**src/snake_config.svh**
```systemverilog
`ifndef SNAKE_CONFIG_SVH
`define SNAKE_CONFIG_SVH

// board geometry, in cells and pixels
`define BOARD_W     64
`define BOARD_H     48
`define CELL_PX     10

`define SNAKE_MAX   16
`define INIT_LEN    4
`define PARK_X      64    // unused segments sit off the board
`define PARK_Y      50
`define APPLE_X0    6
`define APPLE_Y0    0

// keyboard scan codes
`define KEY_UP      8'h75
`define KEY_DOWN    8'h72
`define KEY_LEFT    8'h6B
`define KEY_RIGHT   8'h74
`define KEY_RESTART 8'h29

`define RGB_BG      12'hFFF
`define RGB_SNAKE   12'h00F
`define RGB_APPLE   12'h0F0
`define RGB_OFF     12'h000

`endif

```
**src/snake_pkg.sv**
```systemverilog
package snake_pkg;

    // y above x, matches the packed cell word used across the design
    typedef struct packed {
        logic [5:0] y;
        logic [6:0] x;
    } cell_t;

    // bit 1 separates vertical from horizontal moves
    typedef enum logic [1:0] {
        DIR_UP    = 2'd0,
        DIR_DOWN  = 2'd1,
        DIR_LEFT  = 2'd2,
        DIR_RIGHT = 2'd3
    } dir_t;

    typedef struct packed {
        logic [9:0] px;
        logic [9:0] py;
    } pixel_t;

    typedef logic [11:0] rgb_t;  // 4 bits each of r, g, b

    typedef struct packed {
        logic valid;
        dir_t dir;
    } turn_t;

endpackage

```
**src/key_decode.sv**
```systemverilog
`timescale 1ns/1ps
`include "snake_config.svh"

module key_decode (
    input  logic             clk25,
    input  logic             rst_n,
    input  logic             key_strobe,
    input  logic [7:0]       key_code,
    output snake_pkg::turn_t turn,
    output logic             restart
);
    import snake_pkg::*;

    logic is_arrow;
    logic is_restart;
    dir_t key_dir;

    always_comb begin
        is_arrow = 1'b1;
        key_dir  = DIR_UP;
        case (key_code)
            `KEY_UP:    key_dir = DIR_UP;
            `KEY_DOWN:  key_dir = DIR_DOWN;
            `KEY_LEFT:  key_dir = DIR_LEFT;
            `KEY_RIGHT: key_dir = DIR_RIGHT;
            default:    is_arrow = 1'b0;
        endcase
    end

    assign is_restart = (key_code == `KEY_RESTART);

    always_ff @(posedge clk25 or negedge rst_n) begin
        if (!rst_n) begin
            turn    <= '{valid: 1'b0, dir: DIR_RIGHT};
            restart <= 1'b0;
        end else begin
            restart <= key_strobe && is_restart;  // one cycle pulse
            if (key_strobe && is_arrow) begin
                turn <= '{valid: 1'b1, dir: key_dir};
            end else if (key_strobe && is_restart) begin
                // an old turn would bend the fresh snake right after restart
                turn.valid <= 1'b0;
            end
        end
    end

endmodule

```
**src/pixel_result.sv**
```systemverilog
`timescale 1ns/1ps
`include "snake_config.svh"

module pixel_result (
    input  logic              clk25,
    input  logic              rst_n,
    input  snake_pkg::pixel_t pix,
    input  snake_pkg::cell_t  body [`SNAKE_MAX],
    input  logic [4:0]        length,
    input  snake_pkg::cell_t  apple,
    output snake_pkg::rgb_t   rgb
);
    import snake_pkg::*;

    cell_t pix_cell;
    logic  on_board;
    logic  hit_snake;
    logic  hit_apple;
    rgb_t  rgb_nxt;

    // constant divide, cell index of the pixel
    always_comb begin
        pix_cell.x = 7'(pix.px / 10'(`CELL_PX));
        pix_cell.y = 6'(pix.py / 10'(`CELL_PX));
    end

    assign on_board = (pix.px < 10'(`BOARD_W * `CELL_PX))
                   && (pix.py < 10'(`BOARD_H * `CELL_PX));

    always_comb begin
        hit_snake = 1'b0;
        for (int i = 0; i < `SNAKE_MAX; i++) begin
            if (i < int'(length) && body[i] == pix_cell) begin
                hit_snake = 1'b1;
            end
        end
    end

    assign hit_apple = (pix_cell == apple);

    always_comb begin
        if (!on_board) begin
            rgb_nxt = `RGB_OFF;
        end else if (hit_snake) begin
            rgb_nxt = `RGB_SNAKE;  // snake drawn over apple
        end else if (hit_apple) begin
            rgb_nxt = `RGB_APPLE;
        end else begin
            rgb_nxt = `RGB_BG;
        end
    end

    always_ff @(posedge clk25 or negedge rst_n) begin
        if (!rst_n) begin
            rgb <= `RGB_OFF;
        end else begin
            rgb <= rgb_nxt;
        end
    end

endmodule

```
**src/snake_execute.sv**
```systemverilog
`timescale 1ns/1ps
`include "snake_config.svh"

module snake_execute (
    input  logic             clk25,
    input  logic             rst_n,
    input  logic             step,
    input  snake_pkg::turn_t turn,
    input  logic             restart,
    output snake_pkg::cell_t body [`SNAKE_MAX],
    output snake_pkg::cell_t apple,
    output logic [4:0]       length,
    output logic [6:0]       score,
    output logic             dead
);
    import snake_pkg::*;

    dir_t       dir;         // applied at the next step
    dir_t       last_dir;    // direction of the last move
    logic [5:0] step_mod_x;  // step_count mod 63
    logic [5:0] step_mod_y;  // step_count mod 47
    cell_t      head_nxt;
    logic       eat;
    logic       grow;
    logic       turn_ok;
    logic [4:0] len_nxt;

    // starting layout: head at (3,0) trailing left, rest parked
    function automatic cell_t start_cell(input int idx);
        cell_t c;
        if (idx < `INIT_LEN) begin
            c.x = 7'(`INIT_LEN - 1 - idx);
            c.y = 6'd0;
        end else begin
            c.x = 7'(`PARK_X);
            c.y = 6'(`PARK_Y);
        end
        return c;
    endfunction

    // wall hit or head on its own body
    always_comb begin
        dead = (body[0].x >= 7'(`BOARD_W)) || (body[0].y >= 6'(`BOARD_H));
        for (int i = 1; i < `SNAKE_MAX; i++) begin
            if (i < int'(length) && body[i] == body[0]) begin
                dead = 1'b1;
            end
        end
    end

    // off-board moves wrap into x >= 64 or y >= 48 and so read as dead
    always_comb begin
        head_nxt = body[0];
        case (dir)
            DIR_UP:   head_nxt.y = body[0].y - 6'd1;
            DIR_DOWN: head_nxt.y = body[0].y + 6'd1;
            DIR_LEFT: head_nxt.x = body[0].x - 7'd1;
            default:  head_nxt.x = body[0].x + 7'd1;
        endcase
    end

    assign eat     = (body[0] == apple);
    assign grow    = eat && (length < 5'(`SNAKE_MAX));
    assign len_nxt = grow ? length + 5'd1 : length;
    assign turn_ok = turn.valid && (turn.dir[1] != last_dir[1]);  // perpendicular only
    assign score   = 7'(length - 5'(`INIT_LEN));

    always_ff @(posedge clk25 or negedge rst_n) begin
        if (!rst_n) begin
            for (int i = 0; i < `SNAKE_MAX; i++) begin
                body[i] <= start_cell(i);
            end
            length     <= 5'(`INIT_LEN);
            dir        <= DIR_RIGHT;
            last_dir   <= DIR_RIGHT;
            apple      <= '{y: 6'(`APPLE_Y0), x: 7'(`APPLE_X0)};
            step_mod_x <= '0;
            step_mod_y <= '0;
        end else if (restart) begin
            for (int i = 0; i < `SNAKE_MAX; i++) begin
                body[i] <= start_cell(i);
            end
            length     <= 5'(`INIT_LEN);
            dir        <= DIR_RIGHT;
            last_dir   <= DIR_RIGHT;
            apple      <= '{y: 6'(`APPLE_Y0), x: 7'(`APPLE_X0)};
            step_mod_x <= '0;
            step_mod_y <= '0;
        end else begin
            if (turn_ok) begin
                dir <= turn.dir;
            end
            if (step) begin
                // step count advances even while dead
                step_mod_x <= (step_mod_x == 6'(`BOARD_W - 2)) ? 6'd0 : step_mod_x + 6'd1;
                step_mod_y <= (step_mod_y == 6'(`BOARD_H - 2)) ? 6'd0 : step_mod_y + 6'd1;
                if (!dead) begin
                    // on growth the old tail is copied one slot further and stays put
                    for (int i = 1; i < `SNAKE_MAX; i++) begin
                        if (i < int'(len_nxt)) begin
                            body[i] <= body[i-1];
                        end
                    end
                    body[0]  <= head_nxt;
                    last_dir <= dir;
                    length   <= len_nxt;
                    if (eat) begin
                        apple <= '{y: step_mod_y, x: {1'b0, step_mod_x}};
                    end
                end
            end
        end
    end

endmodule

```
**src/snake_top.sv**
```systemverilog
`timescale 1ns/1ps
`include "snake_config.svh"

module snake_top (
    input  logic              clk25,
    input  logic              rst_n,
    input  logic              key_strobe,
    input  logic [7:0]        key_code,
    input  logic              step,
    input  snake_pkg::pixel_t pix,
    output snake_pkg::rgb_t   rgb,
    output snake_pkg::cell_t  head,
    output snake_pkg::cell_t  apple,
    output logic [6:0]        score,
    output logic              dead
);
    import snake_pkg::*;

    turn_t      turn;
    logic       restart;
    cell_t      body [`SNAKE_MAX];
    logic [4:0] length;  // live segment count

    key_decode i_key_decode (
        .clk25      (clk25),
        .rst_n      (rst_n),
        .key_strobe (key_strobe),
        .key_code   (key_code),
        .turn       (turn),
        .restart    (restart)
    );

    snake_execute i_snake_execute (
        .clk25   (clk25),
        .rst_n   (rst_n),
        .step    (step),
        .turn    (turn),
        .restart (restart),
        .body    (body),
        .apple   (apple),
        .length  (length),
        .score   (score),
        .dead    (dead)
    );

    pixel_result i_pixel_result (
        .clk25  (clk25),
        .rst_n  (rst_n),
        .pix    (pix),
        .body   (body),
        .length (length),
        .apple  (apple),
        .rgb    (rgb)
    );

    assign head = body[0];

endmodule
```
**config.mk**
```make
export PLATFORM = sky130hd
export DESIGN_NAME = snake_top
export DESIGN_NICKNAME = d
export VERILOG_FILES = /design/src/snake_pkg.sv /design/src/key_decode.sv /design/src/pixel_result.sv /design/src/snake_execute.sv /design/src/snake_top.sv
export VERILOG_INCLUDE_DIRS = /design/src /design/src/src
export SDC_FILE = /design/constraint.sdc
export NUM_CORES = 1
export LEC_CHECK = 0
export ABC_AREA = 1
export BUFFER_PORTS_ARGS = -buffer_cell sky130_fd_sc_hd__buf_2
export CAP_MARGIN = 20
export CORE_ASPECT_RATIO = 0.75
export CORE_MARGIN = 3
export CORE_UTILIZATION = 30
export CTS_CLUSTER_SIZE = 8
export DETAILED_ROUTE_END_ITERATION = 8
export HOLD_SLACK_MARGIN = 0.05
export PLACE_DENSITY_LB_ADDON = 0.3
export SLEW_MARGIN = 20
export SYNTH_ARGS = -nofsm -noshare
export SYNTH_HDL_FRONTEND = slang
export SYNTH_SLANG_ARGS = --single-unit
```
**constraint.sdc**
```tcl
create_clock -name clk25 -period 4.47 [get_ports clk25]
set_input_delay 0.6705 -clock clk25 [delete_from_list [all_inputs] [get_ports clk25]]
set_output_delay 0.6705 -clock clk25 [all_outputs]
set_load 0.01 [all_outputs]
```
### Yosys cells after proc, flatten, opt, wreduce, memory -nomap -nowiden

Index checks and enable logic that the tools add are counted.

| operators by class | value |
|---|---|
| add/subtract/negate cells | 8 |
| div/mod/pow operators | 2 |
| $lt $le $gt $ge | 36 |
| equal/unequal tests | 45 |
| muxes and demuxes | 77 |
| reductions and logical operators | 79 |

Operators with widths:

| operator | number |
|---|---|
| 208-bit 2-to-1 mux | 3 |
| 13-bit == test | 33 |
| 13-bit 2-to-1 mux | 19 |
| 4-bit by 5-bit < comparator with 1-bit output, first input constant | 16 |
| 3-bit AND reduction | 18 |
| 3-bit by 5-bit < comparator with 1-bit output, first input constant | 8 |
| 2-bit nonzero test | 19 |
| 1-bit logical AND | 36 |
| 12-bit 2-to-1 mux | 3 |
| 6-bit 2-to-1 mux | 6 |
| 1-bit 2-to-1 mux | 34 |
| 8-bit by 7-bit == test with 1-bit output, second input constant | 4 |
| 10-bit by 4-bit divider with 10-bit output, second input constant | 2 |
| 2-bit by 5-bit < comparator with 1-bit output, first input constant | 4 |
| 5-bit 2-to-1 mux | 4 |
| 6-bit by 1-bit adder with 6-bit output, second input constant | 3 |
| 1-bit by 5-bit < comparator with 1-bit output, first input constant | 3 |
| 7-bit one-hot mux with 2 select lines | 1 |
| 6-bit == test, second input constant | 2 |
| 6-bit one-hot mux with 2 select lines | 1 |
| 10-bit < comparator, second input constant | 1 |
| 10-bit by 9-bit < comparator with 1-bit output, second input constant | 1 |
| 2-bit 2-to-1 mux | 5 |
| 8-bit by 6-bit == test with 1-bit output, second input constant | 1 |
| other kinds (19) | 20 |

| word-level totals | value |
|---|---|
| flip-flop bits (word level) | 258 |
| input bits | 32 |
| output and inout port bits | 46 |
| word-level logic and storage cells | 290 |

### Longest topological paths before layout

Gate-level depths: netlist (run 1).

| logic depth | value |
|---|---|
| depth in word-level cells | 21 |
| mapped depth | 36 |
| mapped depth without buffers | 35 |

### By module

From an unflattened synthesis (run 1), not the netlist that was laid out.

| unflattened totals | value |
|---|---|
| cell total of the unflattened synthesis | 3150 |
| area total of the unflattened synthesis | 20455.9 µm² |

By module, submodules not included:

| module | instances | cells an instance | area an instance (µm²) | sequential area each (µm²) |
|---|---|---|---|---|
| snake_execute | 1 | 2262 | 15563.7 | 6078.3 |
| pixel_result | 1 | 842 | 4594.4 | 75.1 |
| key_decode | 1 | 46 | 297.8 | 102.6 |

### Least setup slack after synthesis (run 1)

OpenSTA, ideal clock, no wires.

| timing | value |
|---|---|
| path type | input to register |
| start | in pix[17] (netlist name) |
| end | reg i_pixel_result.rgb[10] |
| setup time | 71 ps |
| arrival | 3479 ps |
| required time | 4399 ps |
| path slack | 920 ps |
| stages | 33 |
| buffers on the path | 3 |
| cells stage by stage | inv_1 nand3_1 a21o_1 nand2_1 nand2_1 nand2_4 nand2_8 nand2_2 nand2_2 inv_2 nand2_4 nand2_4 buf_6 nand2_2 o21ai_2 nand2_4 nand2_2 nand3_2 nand2_4 nand2_2 buf_6 nand2_8 nand3_4 buf_6 nand2_1 nand2_1 nand3_1 nand2_1 nor2_1 nand2_1 nor2_2 nand2_1 nor2_1 |

| between the ends | value |
|---|---|
| cells in the longest elaborated chain, start to end | 21 |
| elaborated cells on any way between the ends | 55 |
| classes of those cells | div (1); order compare (1); eq/ne (17); mux (19); reduce/logical (17) |

Ends and longest elaborated chain:

| what | line | RTL |
|---|---|---|
| start, declared | snake_top.sv:10 | `input snake_pkg::pixel_t pix,` |
| 10-bit by 4-bit divider with 10-bit output | pixel_result.sv:23 | `` pix_cell.x = 7'(pix.px / 10'(`CELL_PX)); `` |
| 13-bit == test | pixel_result.sv:33 | `if (i < int'(length) && body[i] == pix_cell) begin` |
| 1-bit logical AND | pixel_result.sv:33 |  |
| 1-bit 2-to-1 mux (16 in a row) | pixel_result.sv:33 |  |
| 12-bit 2-to-1 mux | pixel_result.sv:44 | `end else if (hit_snake) begin` |
| 12-bit 2-to-1 mux * | pixel_result.sv:42 | `if (!on_board) begin` |
| named net i_pixel_result.rgb_nxt[10] | pixel_result.sv:19 | `rgb_t rgb_nxt;` |
| end signal, assigned | pixel_result.sv:55 | `` rgb <= `RGB_OFF; `` |
| end signal, assigned | pixel_result.sv:57 | `rgb <= rgb_nxt;` |
| end, declared | pixel_result.sv:11 | `output snake_pkg::rgb_t rgb` |

The timed path passes the listed nets; every way through them passes the cells marked *.
A chain may end at the register's enable or synchronous reset.

### Worst setup path after layout (run 1)

| timing | value |
|---|---|
| start | reg, netlist name i_snake_execute.body[195] |
| end | out dead |

| between the ends | value |
|---|---|
| cells in the longest elaborated chain, start to end | 17 |
| elaborated cells on any way between the ends | 47 |
| classes of those cells | order compare (1); eq/ne (15); mux (15); reduce/logical (16) |

Ends and longest elaborated chain:

| what | line | RTL |
|---|---|---|
| 7-bit >= comparator or 13-bit == test (tied branches) | snake_execute.sv:43, snake_execute.sv:45 |  |
| 1-bit logical OR or 1-bit logical AND (tied branches) | snake_execute.sv:43, snake_execute.sv:45 |  |
| 1-bit 2-to-1 mux (14 in a row) | snake_execute.sv:45 | `if (i < int'(length) && body[i] == body[0]) begin` |
| 1-bit 2-to-1 mux * | snake_execute.sv:45 |  |
| end, declared | snake_top.sv:15 | `output logic dead` |

Mark *: on every way between the ends. The rest lies on a longest branch, timed or not.

==> run metrics, run 1 <==
outcome=finished clean; Die Width=286 µm; clk_skew=around 0.032 ns; fmax=roughly 230 MHz; Synth Register Bits=247; Post-Syn Nets=2456; setup TNS=0 ns; cells after synthesis=~2.4k; 1st-iter DRT viols=2143; Post-synth EDFFs=0; CTS sink cnt=247; # fillers=6106; PwrDens=545 nW/µm²; pre-CTS setup slack=0.00699 ns; RR Startpoint=i_snake_execute.length[4]; CTS tree=done; router iterations before antenna repair=6; CP Class=reg -> out; Area contributors post-synth=dfrtp_1, nand2_1, dfstp_2, xor2_1, o21ai_0; Max Root-Sink Buffers=3; sequential-to-total area share from yosys stat=approximately 36%; PnR worst setup slack=0.126 ns; Crit path arrival time=around 3.7 ns; hold buffers post-CTS=0; average cell area after synthesis=approximately 7.3 µm²; Post-Syn Area=17600 µm²; GR Util met2=32.8%; Setup-failing EPs final=0; Residual DRC=0; post-synth top area share=around a quarter; initial antenna violation count=3; Max Cap Viol=0; nets@finish=2523; ys flop type=dfrtp_1; Die Footprint=about 60000 µm²; Initial Utilization=between 30% and 40%; crit path time final=4.34 ns; total global-route track usage=between 20% and 30%; routed wire length=76500 µm; first-pass GRT wire length=between 100000 and 150000 µm; Die H=about 220 µm; Synth Warn #=0; synth cell count leaders=nand2_1, inv_1, dfrtp_1; worst hold-check path type=in -> async; Max-slew headroom=40.2%; Top Usage Layer GRT=met1; layout cells sized above 1=roughly 14%; largest net degree at the start of global routing=104; vias per cell=5.50; total gr overflow=0; GPL Wtd Cong=0.945; via count=18.0k; Final Hold Fails=0; area leader, netlist=dfrtp_1; Area growth syn-to-layout=15.1%; Tcrit/Tclk final=97.2%; # port buffers=74; GRT met3 Usage=9.62%; Final ANT Viol Nets=0; Leakage=between 9 and 10 nW; Crit. End Element=output pin; clock root buffer=clkbuf_16; Boundary Pins=between 70 and 80; CTS buffer count=36; DP HPWL=about 54000 µm; Critical Path RT=3.80 ns; CP Launch Type=flip-flop; CP Launch Point=i_snake_execute.body[195]; ys async rst share=100%; H-tree lvl count=2; worst slew pin tran=0.897 ns; core box area=roughly 58000 µm²; Reg clk slew, reported paths=0.06 ns; CP Max Fanout=10; count leader, synth=nand2_1; fin. max-slew vios=0; global-route met1 utilization=between 30 and 40%; worst skew pair latency=around 0.55 ns; RSZ-0062 raised after global routing=false; Worst VDD drop=0.323 mV; post-synthesis cell type count=56; Cell Rows=76; vias in the first global route=16.9k; per-cell routed wire length=between 20 and 25 µm
-- final cells by class --
| type | instances | area [µm²] | area share (%) |
|---|---|---|---|
| Tap cell | 780 | 976 | 4.81 |
| Timing Repair Buffer | 177 | 1350 | 6.67 |
| Multi-Input combinational cell | 1753 | 9680 | 47.7 |
| Clock inverter | 3 | 45.0 | 0.222 |
| Sequential cell | 247 | 6260 | 30.9 |
| Inverter | 255 | 962 | 4.74 |
| Clock buffer | 62 | 998 | 4.92 |
| Antenna cell | 2 | 5.00 | 0.0247 |
-- cell families (layout without fill, tap and decap cells) --
kind of cell | count (synthesis) | count (layout) | share of synthesized area (%)
AOI/OAI and AO/OA | 472 | 472 | 16.1
xor gates and xnor gates | 211 | 211 | 10.5
buffers and inverters | 403 | 497 | 9.58
DFF | 247 | 247 | 35.5
other | 1 | 3 | 0.0213
adders and majority gates | 21 | 21 | 1.58
and+or+nand+nor | 1048 | 1048 | 26.7
-- placed cells by master, fill, tap and decap left out, drive strengths merged, types with 11 or more instances in the layout --
| cell | netlist | routed |
|---|---|---|
| a21oi | 91 | 91 |
| nand3 | 126 | 126 |
| a221oi | 11 | 11 |
| dfstp | 60 | 60 |
| clkbuf | 79 | 62 |
| buf | 69 | 177 |
| nor3 | 46 | 46 |
| o22ai | 44 | 44 |
| dfrtp | 187 | 187 |
| inv | 249 | 251 |
| nor2 | 160 | 160 |
| nor4 | 34 | 34 |
| o31ai | 76 | 76 |
| o21ai | 194 | 194 |
| xnor2 | 88 | 88 |
| nand4 | 72 | 72 |
| nand2 | 570 | 570 |
| or2 | 20 | 20 |
| ha | 19 | 19 |
| xor2 | 123 | 123 |
-- worst max-delay path, stage by stage, from the launching register on --
cell and delay (ns):
dfstp_2 0.36, inv_1 0.54, buf_4 0.26, o22ai_1 0.07
or4_1 0.42, a2111oi_0 0.32, nand3_1 0.28, nand2_1 0.19
a31oi_1 0.05, and3_1 0.21, buf_4 0.16, inv_1 0.11
buf_2 0.15
-- registers in the layout (all words and copies together) (netlist names) --
register                    flops
i_snake_execute.step_mod_x      6
i_key_decode.restart            1
i_snake_execute.body          208
i_snake_execute.length          5
i_key_decode.turn               3
i_pixel_result.rgb              3
i_snake_execute.step_mod_y      6
i_snake_execute.dir             2
i_snake_execute.last_dir        1
i_snake_execute.apple          12
-- final timing paths --
check                      depth (start not counted)                        end  slack (ns)
max                                               12                       dead        0.13
min                                                1  i_snake_execute.body[137]        0.18
max reg2reg                                       17  i_snake_execute.body[100]        0.44
min reg2reg                                        2     i_snake_execute.dir[0]        0.51
max in group asynchronous                          2       i_key_decode.restart        3.06
min in group clk25                                 2       i_key_decode.restart        0.32
-- timing repair --
item	CTS	global route
cloned	0	0
endpoints found under the setup margin	1	1
resized for setup	1	1
setup buffers	0	0
pin swaps	0	0
endpoints found under the hold margin	0	0
-- power breakdown --
group / internal [W] / switching, W / leakage [nW]
Combinational: 0.00172 / 0.00334 / 5.43
Clock: 0.00152 / 0.00115 / 0.496
Sequential: 0.00275 / 0.000577 / 3.14
-- stage by stage --
step / cells / util (%) / area, µm² / hold WS (ns) / total power (W)
floorplan: 2403 / - / 17600 / 0.375 / 0.00631
global placement: 3212 / 33.3 / 19200 / 0.490 / 0.00811
detailed placement: 3212 / 33.3 / 19200 / 0.499 / 0.00821
CTS: 3277 / 35.1 / 20300 / 0.240 / 0.0109
global route: 3277 / 35.1 / 20300 / 0.254 / 0.0116
finish: 3279 / 35.1 / 20300 / 0.179 / 0.0111
-- layer usage --
layer | wire length (µm) | vias up
li1 | - | 8159
met5 | 13 | -
met3 | 10800 | 176
met1 | 33300 | 8631
met2 | 29600 | 1074
met4 | 2930 | 2
Note: power is estimated with default switching activity, not from simulation.
==> run 2, diff against run 1 <==
Settings changed: CTS_BUF_LIST set to sky130_fd_sc_hd__clkbuf_16.
==> run metrics, run 2 (synthesis results as in run 1) <==
Largest Register=i_snake_execute.body; CTS sink cnt=247 (unchanged); Area growth syn-to-layout=15.1% (unchanged); CTS buffer count=36 (unchanged); clk_skew=0.0299 ns (-0.00211 ns); Die H=216 µm (unchanged); worst slew pin tran=0.900 ns (+0.00262 ns); worst skew pair latency=0.55 ns (about the same); Critical Path RT=3.80 ns (about the same); largest net degree at the start of global routing=104 (unchanged); multi-input logic area=9680 µm² (unchanged); commonest non-fill, non-tap cells in the layout=nand2_1, inv_1, dfrtp_1; PnR worst setup slack=0.117 ns (-0.00968 ns); Final Hold Fails=0 (unchanged); H-tree lvl count=2 (unchanged); 1st-iter DRT viols=2134 (-0.42%); number of flip-flops in the largest register=208 (unchanged); CP Launch Type=flip-flop; Final ANT Viol Nets=0 (unchanged); commonest non-fill, non-tap cell in the layout=nand2_1; per-cell routed wire length=23.3 µm (about the same); Crit. End Element=output pin; fin. max-slew vios=0 (unchanged); Reg clk slew, reported paths=0.06 ns (about the same); Boundary Pins=78 (unchanged); nets@finish=2523 (unchanged); Max Root-Sink Buffers=3 (unchanged); RR Startpoint=i_snake_execute.length[4]; DP HPWL=53600 µm (unchanged); core box area=57700 µm² (unchanged); first-pass GRT wire length=112000 µm (unchanged); layout cells sized above 1=13.9% (unchanged); vias in the first global route=16.9k (unchanged); pre-CTS setup slack=0.00699 ns (unchanged); Max Cap Viol=0 (unchanged); Tcrit/Tclk final=97.4% (+0.22 points); Leakage=9.17 nW (+1.2%); Die Width=286 µm (unchanged); Crit path arrival time=3.68 ns (about the same); CTS tree=done; # port buffers=74 (unchanged); CP Launch Point=i_snake_execute.body[195]; vias per cell=5.48 (-0.33%); outcome=finished clean; total global-route track usage=24.3% (unchanged); fmax=230 MHz (-0.22%); PwrDens=542 nW/µm² (-0.46%); Design Power=0.0110 W (-0.46%); Die Footprint=61700 µm² (unchanged); # fillers=6106 (unchanged); Initial Utilization=30.5% (unchanged); Worst VDD drop=0.323 mV (about the same); RSZ-0062 raised after global routing=false; worst hold-check path type=in -> async; crit path time final=4.35 ns (+0.00968 ns); Setup-failing EPs final=0 (unchanged); via count=18.0k (-0.33%); Cell Rows=76 (unchanged); Register Area=6260 µm² (unchanged); initial antenna violation count=3 (unchanged); setup TNS=0 ns (unchanged); Max-slew headroom=40.0% (-0.17 points); clock root buffer=clkbuf_16; router iterations before antenna repair=7 (+1); routed wire length=76500 µm (about the same); hold buffers post-CTS=0 (unchanged); CP Max Fanout=22 (+12); Residual DRC=0 (unchanged); CP Class=reg -> out; Largest regs=i_snake_execute.body (208), i_snake_execute.apple (12); Worst Reg-to-Reg Cells=17 (unchanged); total gr overflow=0 (unchanged); GPL Wtd Cong=0.945 (unchanged)
[run 2: critical path, cell delays in order (launching register included)]
cell and delay [ns]:
dfstp_2 0.52, buf_4 0.44, o22ai_1 0.16, or4_1 0.51, a2111oi_0 0.34, nand3_1 0.27, nand2_1 0.18, a31oi_1 0.05
and3_1 0.21, buf_4 0.16, inv_1 0.11, buf_2 0.15
[run 2: layer usage]
metal / vias to the layer above / track usage (%) / share of wire, %
met5: - / 0 / 0.017
met4: 2 / 8.97 / 3.6
met3: 166 / 9.62 / 14
met2: 1043 / 32.8 / 39
met1: 8623 / 34.5 / 43
li1: 8148 / - / -
[run 2: layout make-up]
type | count | area share (%)
Multi-Input combinational cell | 1753 | 47.7
Sequential cell | 247 | 30.9
Timing Repair Buffer | 177 | 6.67
Tap cell | 780 | 4.81
Inverter | 255 | 4.74
Clock buffer | 36 | 4.44
Clock inverter | 29 | 0.703
Antenna cell | 2 | 0.0247
[run 2: what timing repair did]
| item | in CTS | in global routing |
|---|---|---|
| setup endpoints to repair | 1 | 1 |
| setup buffers | 0 | 0 |
| endpoints found under the hold margin | 0 | 0 |
| resized for setup | 1 | 1 |
[run 2: final timing paths]
check	to	slack [ns]
max	dead	0.12
min	i_snake_execute.body[137]	0.18
max reg2reg	i_snake_execute.body[100]	0.41
min reg2reg	i_snake_execute.dir[0]	0.51
max in group asynchronous	i_key_decode.restart	3.06
min in group clk25	i_key_decode.restart	0.32
[run 2: power breakdown]
part	switching, W	leakage (nW)	total, W	internal, W
Clock	0.00115	0.603	0.00261	0.00146
Sequential	0.000578	3.14	0.00333	0.00275
Combinational	0.00334	5.43	0.00506	0.00172
[run 2: metrics by stage]
| step | area (µm²) | hold WS, ns | std cells | utilization, % |
|---|---|---|---|---|
| 6_report | 20300 | 0.180 | 3279 | 35.1 |
| 5_1_grt | 20300 | 0.254 | 3277 | 35.1 |
| 4_1_cts | 20300 | 0.240 | 3277 | 35.1 |
| 3_5_place_dp | 19200 | 0.499 | 3212 | 33.3 |
| 3_3_place_gp | 19200 | 0.490 | 3212 | 33.3 |
| 2_1_floorplan | 17600 | 0.375 | 2403 | - |
